[src/hdl/core_pkg.sv]
package core_pkg;

    //////////////////////////////////////////////////////////////////////
    // basic widths
    //////////////////////////////////////////////////////////////////////

    typedef logic [31:0] xlen_t;
    typedef logic [31:0] addr_t;
    typedef logic [31:0] inst_t;
    typedef logic [4:0]  reg_addr_t;
    typedef logic [2:0]  alu_op_t;

    localparam addr_t INST_BYTES = 32'd4;

    // major opcodes of the supported subset
    localparam logic [6:0] OPC_OP     = 7'b0110011;
    localparam logic [6:0] OPC_OP_IMM = 7'b0010011;
    localparam logic [6:0] OPC_BRANCH = 7'b1100011;
    localparam logic [6:0] OPC_JAL    = 7'b1101111;

    localparam logic [2:0] F3_ADD = 3'b000;
    localparam logic [2:0] F3_XOR = 3'b100;
    localparam logic [2:0] F3_OR  = 3'b110;
    localparam logic [2:0] F3_AND = 3'b111;
    localparam logic [2:0] F3_BEQ = 3'b000;
    localparam logic [2:0] F3_BNE = 3'b001;

    localparam logic [6:0] F7_BASE = 7'b0000000;
    localparam logic [6:0] F7_SUB  = 7'b0100000;

    localparam alu_op_t ALU_ADD = 3'd0;
    localparam alu_op_t ALU_SUB = 3'd1;
    localparam alu_op_t ALU_AND = 3'd2;
    localparam alu_op_t ALU_OR  = 3'd3;
    localparam alu_op_t ALU_XOR = 3'd4;

    //////////////////////////////////////////////////////////////////////
    // pipeline records
    //////////////////////////////////////////////////////////////////////

    typedef struct packed {
        logic  valid;
        addr_t pc;
        inst_t inst;
    } fetch_t;

    typedef struct packed {
        logic      rd_wen;
        reg_addr_t rd;
        reg_addr_t rs1;
        reg_addr_t rs2;
        logic      use_imm;
        alu_op_t   alu_op;
        logic      is_br;
        logic      br_ne;
        logic      is_jal;
        logic      illegal;
    } ctrl_t;

    typedef struct packed {
        logic  valid;
        addr_t pc;
        ctrl_t ctrl;
        xlen_t imm;
    } op_entry_t;

    typedef struct packed {
        logic  valid;
        addr_t pc;
        ctrl_t ctrl;
        xlen_t op1;
        xlen_t op2;
        xlen_t imm;
    } exe_entry_t;

    typedef struct packed {
        logic      valid;
        reg_addr_t rd;
        xlen_t     wdata;
    } fwd_t;

    typedef struct packed {
        logic  taken;
        addr_t target;
    } br_res_t;

    typedef struct packed {
        logic  valid;
        addr_t addr;
    } redirect_t;

    typedef struct packed {
        logic  valid;
        addr_t pc;
        logic  is_br;
        logic  is_jmp;
        logic  taken;
        addr_t target;
    } brinfo_t;

    typedef struct packed {
        logic      valid;
        addr_t     pc;
        logic      rd_wen;
        reg_addr_t rd;
        xlen_t     wdata;
        logic      illegal;
    } retire_t;

endpackage

[src/hdl/alu_unit.sv]
`timescale 1ns/1ns

module alu_unit (
    input  core_pkg::exe_entry_t exe_entry_i,
    output core_pkg::xlen_t      alu_result_o,
    output core_pkg::fwd_t       exe_fwd_o
);
    import core_pkg::*;

    xlen_t op1;
    xlen_t op2;

    assign op1 = exe_entry_i.op1;
    assign op2 = exe_entry_i.op2;

    always_comb begin
        case (exe_entry_i.ctrl.alu_op)
            ALU_ADD: alu_result_o = op1 + op2;
            ALU_SUB: alu_result_o = op1 - op2;
            ALU_AND: alu_result_o = op1 & op2;
            ALU_OR:  alu_result_o = op1 | op2;
            ALU_XOR: alu_result_o = op1 ^ op2;
            default: alu_result_o = op1 + op2;
        endcase
    end

    // jal link comes from the retire record instead
    assign exe_fwd_o.valid = exe_entry_i.valid && exe_entry_i.ctrl.rd_wen
                             && !exe_entry_i.ctrl.is_jal;
    assign exe_fwd_o.rd    = exe_entry_i.ctrl.rd;
    assign exe_fwd_o.wdata = alu_result_o;

endmodule

[src/hdl/branch_unit.sv]
`timescale 1ns/1ns

module branch_unit (
    input  core_pkg::exe_entry_t exe_entry_i,
    output core_pkg::br_res_t    br_res_o
);
    import core_pkg::*;

    logic  ops_equal;
    logic  cond_met;
    addr_t taken_target;
    addr_t seq_target;

    // op2 holds rs2 for branches, use_imm is never set there
    assign ops_equal = (exe_entry_i.op1 == exe_entry_i.op2);

    always_comb begin
        if (exe_entry_i.ctrl.br_ne) begin
            cond_met = !ops_equal;
        end else begin
            cond_met = ops_equal;
        end
    end

    // imm is already B or J form, picked in decode
    assign taken_target = exe_entry_i.pc + exe_entry_i.imm;
    assign seq_target   = exe_entry_i.pc + INST_BYTES;

    always_comb begin
        if (exe_entry_i.ctrl.is_jal) begin
            br_res_o.taken = 1'b1;
        end else if (exe_entry_i.ctrl.is_br) begin
            br_res_o.taken = cond_met;
        end else begin
            br_res_o.taken = 1'b0;
        end
    end

    // fall-through address when not taken
    assign br_res_o.target = br_res_o.taken ? taken_target : seq_target;

endmodule

[src/hdl/exec_retire.sv]
`timescale 1ns/1ns

module exec_retire (
    input  logic                 clk,
    input  logic                 reset_i,
    input  core_pkg::exe_entry_t exe_entry_i,
    input  core_pkg::xlen_t      alu_result_i,
    input  core_pkg::br_res_t    br_res_i,
    output logic                 flush_now_o,
    output core_pkg::redirect_t  redirect_o,
    output core_pkg::brinfo_t    brinfo_o,
    output core_pkg::retire_t    retire_o
);
    import core_pkg::*;

    xlen_t wdata;
    logic  is_cti;

    // fetch always runs sequential, any taken cti mispredicts
    assign flush_now_o = exe_entry_i.valid && br_res_i.taken;

    assign is_cti = exe_entry_i.ctrl.is_br || exe_entry_i.ctrl.is_jal;

    // link value for jal
    assign wdata = exe_entry_i.ctrl.is_jal ? (exe_entry_i.pc + INST_BYTES) : alu_result_i;

    //////////////////////////////////////////////////////////////////////
    // retire record
    //////////////////////////////////////////////////////////////////////

    always_ff @(posedge clk) begin
        if (reset_i) begin
            retire_o.valid <= 1'b0;
        end else begin
            retire_o.valid   <= exe_entry_i.valid;
            retire_o.pc      <= exe_entry_i.pc;
            retire_o.rd_wen  <= exe_entry_i.ctrl.rd_wen;
            retire_o.rd      <= exe_entry_i.ctrl.rd;
            retire_o.wdata   <= wdata;
            retire_o.illegal <= exe_entry_i.ctrl.illegal;
        end
    end

    //////////////////////////////////////////////////////////////////////
    // redirect and branch report
    //////////////////////////////////////////////////////////////////////

    always_ff @(posedge clk) begin
        if (reset_i) begin
            redirect_o.valid <= 1'b0;
        end else begin
            redirect_o.valid <= flush_now_o;
            redirect_o.addr  <= br_res_i.target;
        end
    end

    always_ff @(posedge clk) begin
        if (reset_i) begin
            brinfo_o.valid <= 1'b0;
        end else begin
            brinfo_o.valid  <= exe_entry_i.valid && is_cti;
            brinfo_o.pc     <= exe_entry_i.pc;
            brinfo_o.is_br  <= exe_entry_i.ctrl.is_br;
            brinfo_o.is_jmp <= exe_entry_i.ctrl.is_jal;
            brinfo_o.taken  <= br_res_i.taken;
            brinfo_o.target <= br_res_i.target;
        end
    end

endmodule

[src/hdl/fetch_decode.sv]
`timescale 1ns/1ns

module fetch_decode (
    input  logic                clk,
    input  logic                reset_i,
    input  core_pkg::fetch_t    fetch_i,
    input  logic                flush_now_i,
    input  logic                flush_last_i,
    output core_pkg::op_entry_t op_entry_o
);
    import core_pkg::*;

    fetch_t     dec_q;
    ctrl_t      dec_ctrl;
    xlen_t      dec_imm;
    logic [6:0] opcode;
    logic [2:0] funct3;
    logic [6:0] funct7;
    xlen_t      imm_i;
    xlen_t      imm_b;
    xlen_t      imm_j;

    // decode register, dropped during a redirect and the cycle after it
    always_ff @(posedge clk) begin
        if (reset_i || flush_now_i || flush_last_i) begin
            dec_q.valid <= 1'b0;
        end else begin
            dec_q <= fetch_i;
        end
    end

    assign opcode = dec_q.inst[6:0];
    assign funct3 = dec_q.inst[14:12];
    assign funct7 = dec_q.inst[31:25];

    //////////////////////////////////////////////////////////////////////
    // instruction decoder
    //////////////////////////////////////////////////////////////////////

    always_comb begin
        dec_ctrl        = '0;
        dec_ctrl.rd     = dec_q.inst[11:7];
        dec_ctrl.rs1    = dec_q.inst[19:15];
        dec_ctrl.rs2    = dec_q.inst[24:20];
        dec_ctrl.alu_op = ALU_ADD;
        case (opcode)
            OPC_OP: begin
                dec_ctrl.rd_wen = 1'b1;
                if (funct7 == F7_BASE && funct3 == F3_ADD) begin
                    dec_ctrl.alu_op = ALU_ADD;
                end else if (funct7 == F7_SUB && funct3 == F3_ADD) begin
                    dec_ctrl.alu_op = ALU_SUB;
                end else if (funct7 == F7_BASE && funct3 == F3_AND) begin
                    dec_ctrl.alu_op = ALU_AND;
                end else if (funct7 == F7_BASE && funct3 == F3_OR) begin
                    dec_ctrl.alu_op = ALU_OR;
                end else if (funct7 == F7_BASE && funct3 == F3_XOR) begin
                    dec_ctrl.alu_op = ALU_XOR;
                end else begin
                    dec_ctrl.illegal = 1'b1;
                end
            end
            OPC_OP_IMM: begin
                // addi only
                dec_ctrl.rd_wen  = 1'b1;
                dec_ctrl.use_imm = 1'b1;
                dec_ctrl.illegal = (funct3 != F3_ADD);
            end
            OPC_BRANCH: begin
                dec_ctrl.is_br   = (funct3 == F3_BEQ) || (funct3 == F3_BNE);
                dec_ctrl.br_ne   = (funct3 == F3_BNE);
                dec_ctrl.illegal = !dec_ctrl.is_br;
            end
            OPC_JAL: begin
                dec_ctrl.rd_wen = 1'b1;
                dec_ctrl.is_jal = 1'b1;
            end
            default: dec_ctrl.illegal = 1'b1;
        endcase
        // x0 and illegal encodings never write
        if (dec_ctrl.illegal || dec_ctrl.rd == '0) begin
            dec_ctrl.rd_wen = 1'b0;
        end
    end

    // immediates, sign extended
    assign imm_i = {{20{dec_q.inst[31]}}, dec_q.inst[31:20]};
    assign imm_b = {{19{dec_q.inst[31]}}, dec_q.inst[31], dec_q.inst[7],
                    dec_q.inst[30:25], dec_q.inst[11:8], 1'b0};
    assign imm_j = {{11{dec_q.inst[31]}}, dec_q.inst[31], dec_q.inst[19:12],
                    dec_q.inst[20], dec_q.inst[30:21], 1'b0};

    always_comb begin
        case (opcode)
            OPC_BRANCH: dec_imm = imm_b;
            OPC_JAL:    dec_imm = imm_j;
            default:    dec_imm = imm_i;
        endcase
    end

    always_ff @(posedge clk) begin
        if (reset_i || flush_now_i) begin
            op_entry_o.valid <= 1'b0;
        end else begin
            op_entry_o.valid <= dec_q.valid;
            op_entry_o.pc    <= dec_q.pc;
            op_entry_o.ctrl  <= dec_ctrl;
            op_entry_o.imm   <= dec_imm;
        end
    end

endmodule

[src/hdl/mini_core.sv]
`timescale 1ns/1ns

module mini_core (
    input  logic                clk,
    input  logic                reset_i,
    input  core_pkg::fetch_t    fetch_i,
    output core_pkg::redirect_t redirect_o,
    output core_pkg::brinfo_t   brinfo_o,
    output core_pkg::retire_t   retire_o
);
    import core_pkg::*;

    op_entry_t  op_entry;
    exe_entry_t exe_entry;
    xlen_t      alu_result;
    fwd_t       exe_fwd;
    br_res_t    br_res;
    logic       flush_now;

    //////////////////////////////////////////////////////////////////////
    // decode and operand select
    //////////////////////////////////////////////////////////////////////

    fetch_decode i_fetch_decode (
        .clk          (clk),
        .reset_i      (reset_i),
        .fetch_i      (fetch_i),
        .flush_now_i  (flush_now),
        .flush_last_i (redirect_o.valid),
        .op_entry_o   (op_entry)
    );

    // retire record doubles as write port and second bypass
    operand_stage i_operand_stage (
        .clk         (clk),
        .reset_i     (reset_i),
        .op_entry_i  (op_entry),
        .flush_now_i (flush_now),
        .exe_fwd_i   (exe_fwd),
        .retire_i    (retire_o),
        .exe_entry_o (exe_entry)
    );

    //////////////////////////////////////////////////////////////////////
    // execute and retire
    //////////////////////////////////////////////////////////////////////

    alu_unit i_alu_unit (
        .exe_entry_i  (exe_entry),
        .alu_result_o (alu_result),
        .exe_fwd_o    (exe_fwd)
    );

    branch_unit i_branch_unit (
        .exe_entry_i (exe_entry),
        .br_res_o    (br_res)
    );

    exec_retire i_exec_retire (
        .clk          (clk),
        .reset_i      (reset_i),
        .exe_entry_i  (exe_entry),
        .alu_result_i (alu_result),
        .br_res_i     (br_res),
        .flush_now_o  (flush_now),
        .redirect_o   (redirect_o),
        .brinfo_o     (brinfo_o),
        .retire_o     (retire_o)
    );

endmodule

[src/hdl/operand_stage.sv]
`timescale 1ns/1ns

module operand_stage (
    input  logic                 clk,
    input  logic                 reset_i,
    input  core_pkg::op_entry_t  op_entry_i,
    input  logic                 flush_now_i,
    input  core_pkg::fwd_t       exe_fwd_i,
    input  core_pkg::retire_t    retire_i,
    output core_pkg::exe_entry_t exe_entry_o
);
    import core_pkg::*;

    xlen_t     regs [1:31];
    reg_addr_t rs1;
    reg_addr_t rs2;
    xlen_t     rs1_rf;
    xlen_t     rs2_rf;
    xlen_t     rs1_val;
    xlen_t     rs2_val;

    // youngest producer wins
    function automatic xlen_t pick_src(
        input reg_addr_t ra,
        input xlen_t     rf_val,
        input fwd_t      exe_src,
        input retire_t   ret_src
    );
        if (exe_src.valid && exe_src.rd == ra) begin
            return exe_src.wdata;
        end else if (ret_src.valid && ret_src.rd_wen && ret_src.rd == ra) begin
            return ret_src.wdata;
        end
        return rf_val;
    endfunction

    //////////////////////////////////////////////////////////////////////
    // register file
    //////////////////////////////////////////////////////////////////////

    always_ff @(posedge clk) begin
        if (retire_i.valid && retire_i.rd_wen) begin
            regs[retire_i.rd] <= retire_i.wdata;
        end
    end

    assign rs1 = op_entry_i.ctrl.rs1;
    assign rs2 = op_entry_i.ctrl.rs2;

    // x0 reads as zero
    assign rs1_rf = (rs1 == '0) ? '0 : regs[rs1];
    assign rs2_rf = (rs2 == '0) ? '0 : regs[rs2];

    assign rs1_val = (rs1 == '0) ? '0 : pick_src(rs1, rs1_rf, exe_fwd_i, retire_i);
    assign rs2_val = (rs2 == '0) ? '0 : pick_src(rs2, rs2_rf, exe_fwd_i, retire_i);

    // execute pipeline register
    always_ff @(posedge clk) begin
        if (reset_i || flush_now_i) begin
            exe_entry_o.valid <= 1'b0;
        end else begin
            exe_entry_o.valid <= op_entry_i.valid;
            exe_entry_o.pc    <= op_entry_i.pc;
            exe_entry_o.ctrl  <= op_entry_i.ctrl;
            exe_entry_o.op1   <= rs1_val;
            exe_entry_o.op2   <= op_entry_i.ctrl.use_imm ? op_entry_i.imm : rs2_val;
            exe_entry_o.imm   <= op_entry_i.imm;
        end
    end

endmodule

[config.mk]
export PLATFORM = sky130hd
export DESIGN_NAME = mini_core
export DESIGN_NICKNAME = d
export VERILOG_FILES = /design/src/hdl/core_pkg.sv /design/src/hdl/alu_unit.sv /design/src/hdl/branch_unit.sv /design/src/hdl/exec_retire.sv /design/src/hdl/fetch_decode.sv /design/src/hdl/mini_core.sv /design/src/hdl/operand_stage.sv
export SDC_FILE = /design/constraint.sdc
export NUM_CORES = 2
export LEC_CHECK = 0
export BUFFER_PORTS_ARGS = -buffer_cell sky130_fd_sc_hd__buf_2
export CORE_ASPECT_RATIO = 0.9
export CORE_MARGIN = 2
export CORE_UTILIZATION = 40
export CTS_CLUSTER_DIAMETER = 80
export CTS_CLUSTER_SIZE = 24
export DETAILED_ROUTE_END_ITERATION = 7
export PLACE_DENSITY = 0.66
export SLEW_MARGIN = 20
export SYNTH_ARGS = -nofsm -noshare
export SYNTH_HDL_FRONTEND = slang
export SYNTH_SLANG_ARGS = --single-unit
[constraint.sdc]
create_clock -name clk -period 8.6 [get_ports clk]
set_input_delay 0.43 -clock clk [delete_from_list [all_inputs] [get_ports clk]]
set_output_delay 0.43 -clock clk [all_outputs]
set_load 0.005 [all_outputs]
==> summary.md <==
| Metric | Value |
|---|---|
| Maximum number of pins on one net before global-route repair | 133 |
| Arrival time reported for the critical path endpoint | 6470 ps |
| Power Density | 194.4 nW/um^2 |
| Total half-perimeter wirelength after legalization and detailed placement | 121.5 mm |
| Commonest non-fill, non-tap cells in the layout | edfxtp_1 (1369), mux4_2 (554), nor2_1 (247) |
| Antenna-violating nets left | 0 |
| Total standard cell area after synthesis | 67770 sq um |
| Leakage power total | 24.69 nW |
| Cell total after placement | 6459 |
| Tot GR Track Use | 0.2270 |
| Die Ht | 394.5 microns |
| Non-filler instance count after layout | 6633 |
| Synthesized Nets | 4381 |
| Drt via density | 6.212 |
| Main flop type after synthesis | edfxtp_1 |
| Leading cell types by total area after synthesis | edfxtp_1 (61%), mux4_2 (18%), ha_1 (2.3%) |
| Area overhead of the layout relative to synthesis | 9.837% |
| Global placer's final weighted congestion | 0.9434 |
| Register area share after synthesis | 0.6114 |
| Starting DRT DRC Count | 5741 |
| Crit path launch type | register |
| Effective utilization at floorplan | 0.4021 |
| First-pass GRT wire length | 285.3 mm |
| Gate Count Post-Synth | 4184 |
| Insertion delay of the later-clocked pin in the worst-skew pair | 730 ps |
| Classification of the worst-slack hold path | in2reg |
| Total number of nets in the final design | 4553 |
| # Post-CTS Setup Buffers | 0 |
| Top-area cell type share of the netlist area | 0.6066 |
| Hold Vio Cnt, Final | 0 |
| Maxcap violations | 0 |
| Final Slew Violations | 0 |
| Clock sink total | 1385 |
| Residual DRC | 0 |
| Routed Wire Length | 198.6 mm |
| Max Clk Rate | 170.8 MHz |
| DR vias | 41207 |
| Slew at the pin with the worst max-slew slack | 1160 ps |
| Status | finished, final reports clean |
| Share of async-settable or async-resettable flops after synthesis | 0 |
| Fraction of layout instances using a drive strength above 1 | 0.2493 |
| Critical path fanouts, max | 74 |
| Number of flops mapped to enable cells by yosys | 1369 |
| Worst voltage drop across the vdd grid | 176.4 uV |
| Most area-hungry cell type in the Yosys netlist | edfxtp_1 |
| Setup Viol. Count Final | 0 |
| WP data required | 9210 ps |
| Setup Skew | 36.00 ps |
| Number of warning messages in the yosys log | 0 |
| Number of register bits inferred by synthesis | 1385 |
| Clock tree from TritonCTS | done |
| Core area | 168500 sq um |
| Clock H-tree levels | 3 |
| Slew headroom | 0.2236 |
| Wirelength per Cell | 29.94 microns |
| Standard-cell rows | 143 |
| Maximum count of clock buffers along a single path | 3 |
| Number of fill cells in the layout | 14654 |
| Final critical path time including I/O delays and setup | 5854 ps |
| I/O pin count | 240 |
| Number of antenna violations at the first check in global routing | 2 |
| Unrepaired setup endpoints after global routing | no |
| Gr ovfl total | 0 |
| Most common cell after layout, fill and taps aside | edfxtp_1 |
| Count of distinct cell types in the synthesized netlist | 84 |
| Number of detailed-route iterations in the first pass | 6 |
| Number of hold-repair buffers added at the cts stage | 65 |
| Clock transition at path regs | 90 ps |
| Path type of the worst setup path | reg2reg |
| Post-cts gate resize count | 0 |
| Die Area | 172700 sq um |
| X dimension of the die | 437.9 microns |
| Share of the clock period used by the worst path | 0.6807 |
| Number of global-route vias before repair | 40377 |
| Clock buffer count from CTS | 73 |
| IO Port Bufs | 239 |
| Mean instance size in the synthesized netlist | 16.20 sq um |
| Clock Tree Root | clkbuf_16 |
| Endpoint type of the worst setup path | register |
| Setup TNS | 0 ps |
==> power breakdown <==
part | internal, W | switching [W]
sequential | 0.00775 | 0.000194
combinational | 0.00106 | 0.00159
clock | 0.00166 | 0.00222
total | 0.0105 | 0.00401
==> Yosys cell counts (all sizes together), types with 23 or more instances <==
cell type  count
mux2i        158
buf          157
a22oi         24
nor3          33
nor2         279
xnor2         42
edfxtp      1369
mux2          23
xor2          35
nand2        192
nand3         29
o22ai         27
mux4         554
inv          121
a211oi        95
o21ai        165
ha           127
a21oi        229
clkbuf       166
a21o          37
==> final timing paths <==
path | start | cells past startpoint | to | slack [ps]
setup reg to reg | i_operand_stage.exe_entry_o[55]$_DFFE_PP_ | 14 | register | 2750
hold / removal | reset_i | 3 | i_fetch_decode.dec_ctrl[20]$_DFFE_PN_ | 330
hold reg to reg | i_fetch_decode.dec_q[34]$_DFFE_PN_ | 0 | i_fetch_decode.op_entry_o[58]$_DFFE_PP_ | 420
setup / recovery | i_operand_stage.exe_entry_o[55]$_DFFE_PP_ | 14 | register | 2750
==> state kept, by name, indices dropped and copies added, names as in the netlist, named ones only <==
name and cells:
i_operand_stage.regs 992, i_fetch_decode.dec_ctrl 15, i_exec_retire.retire_o 72, i_fetch_decode.dec_q 50, i_exec_retire.redirect_o 33, i_fetch_decode.op_entry_o 78
i_exec_retire.brinfo_o 4, i_operand_stage.exe_entry_o 131
==> cells by family (layout without fill, tap and decap cells) <==
| group | Yosys count | in the layout | share of synthesized area |
|---|---|---|---|
| AOI/OAI and AO/OA | 746 | 746 | 0.07025 |
| adders and majority gates | 131 | 131 | 0.02448 |
| and+or+nand+nor | 665 | 665 | 0.04357 |
| buffers and inverters | 445 | 645 | 0.02910 |
| xor gates and xnor gates | 77 | 77 | 0.009952 |
| DFF | 1385 | 1385 | 0.6114 |
| muxes | 735 | 735 | 0.2113 |
| other | 0 | 2 | 0 |
==> layout make-up <==
| class | instances | area [sq um] | area share |
|---|---|---|---|
| antenna | 2 | 5.005 | 0.00006724 |
| clock buffer | 83 | 1928 | 0.02590 |
| clock inverter | 20 | 242.7 | 0.003261 |
| inverter | 122 | 460.4 | 0.006186 |
| multi-input combinational | 2354 | 24650 | 0.3312 |
| sequential | 1385 | 41470 | 0.5571 |
| tap | 2247 | 2811 | 0.03777 |
| timing repair buffer | 420 | 2868 | 0.03853 |
==> critical path: stages, from the launching register on <==
cell and delay [ps]:
edfxtp_1 370, inv_1 60, ha_1 460, or3_1 480
nor4_1 380, nand3_1 360, nor3_1 350, xor2_1 150
a21oi_4 160, buf_4 450, inv_2 340, a21oi_4 270
buf_4 560, buf_4 890, mux2_1 390
==> per-stage QoR <==
step                        util  hold slack, ps  total power, W  worst slack, ps  area [sq um]
final                     0.4416           330.2         0.01447             2746         74430
after global routing      0.4416           333.5         0.01495             2331         74430
after CTS                 0.4412           298.4         0.01450             2735         74360
after floorplan                -           400.3        0.009803             2656         67770
after global placement    0.4244           401.0         0.01066             2922         71530
after detailed placement  0.4245           404.5         0.01069             2740         71540
==> metal layers <==
layer / GRT usage / vias up / part of all wire
li1: - / 17172 / -
met1: 0.3230 / 21406 / 0.40
met4: 0.07475 / 2 / 0.037
met3: 0.04173 / 363 / 0.096
met5: 0 / - / 0.000065
met2: 0.3530 / 2264 / 0.47
Note: power is estimated with default switching activity, not from simulation.
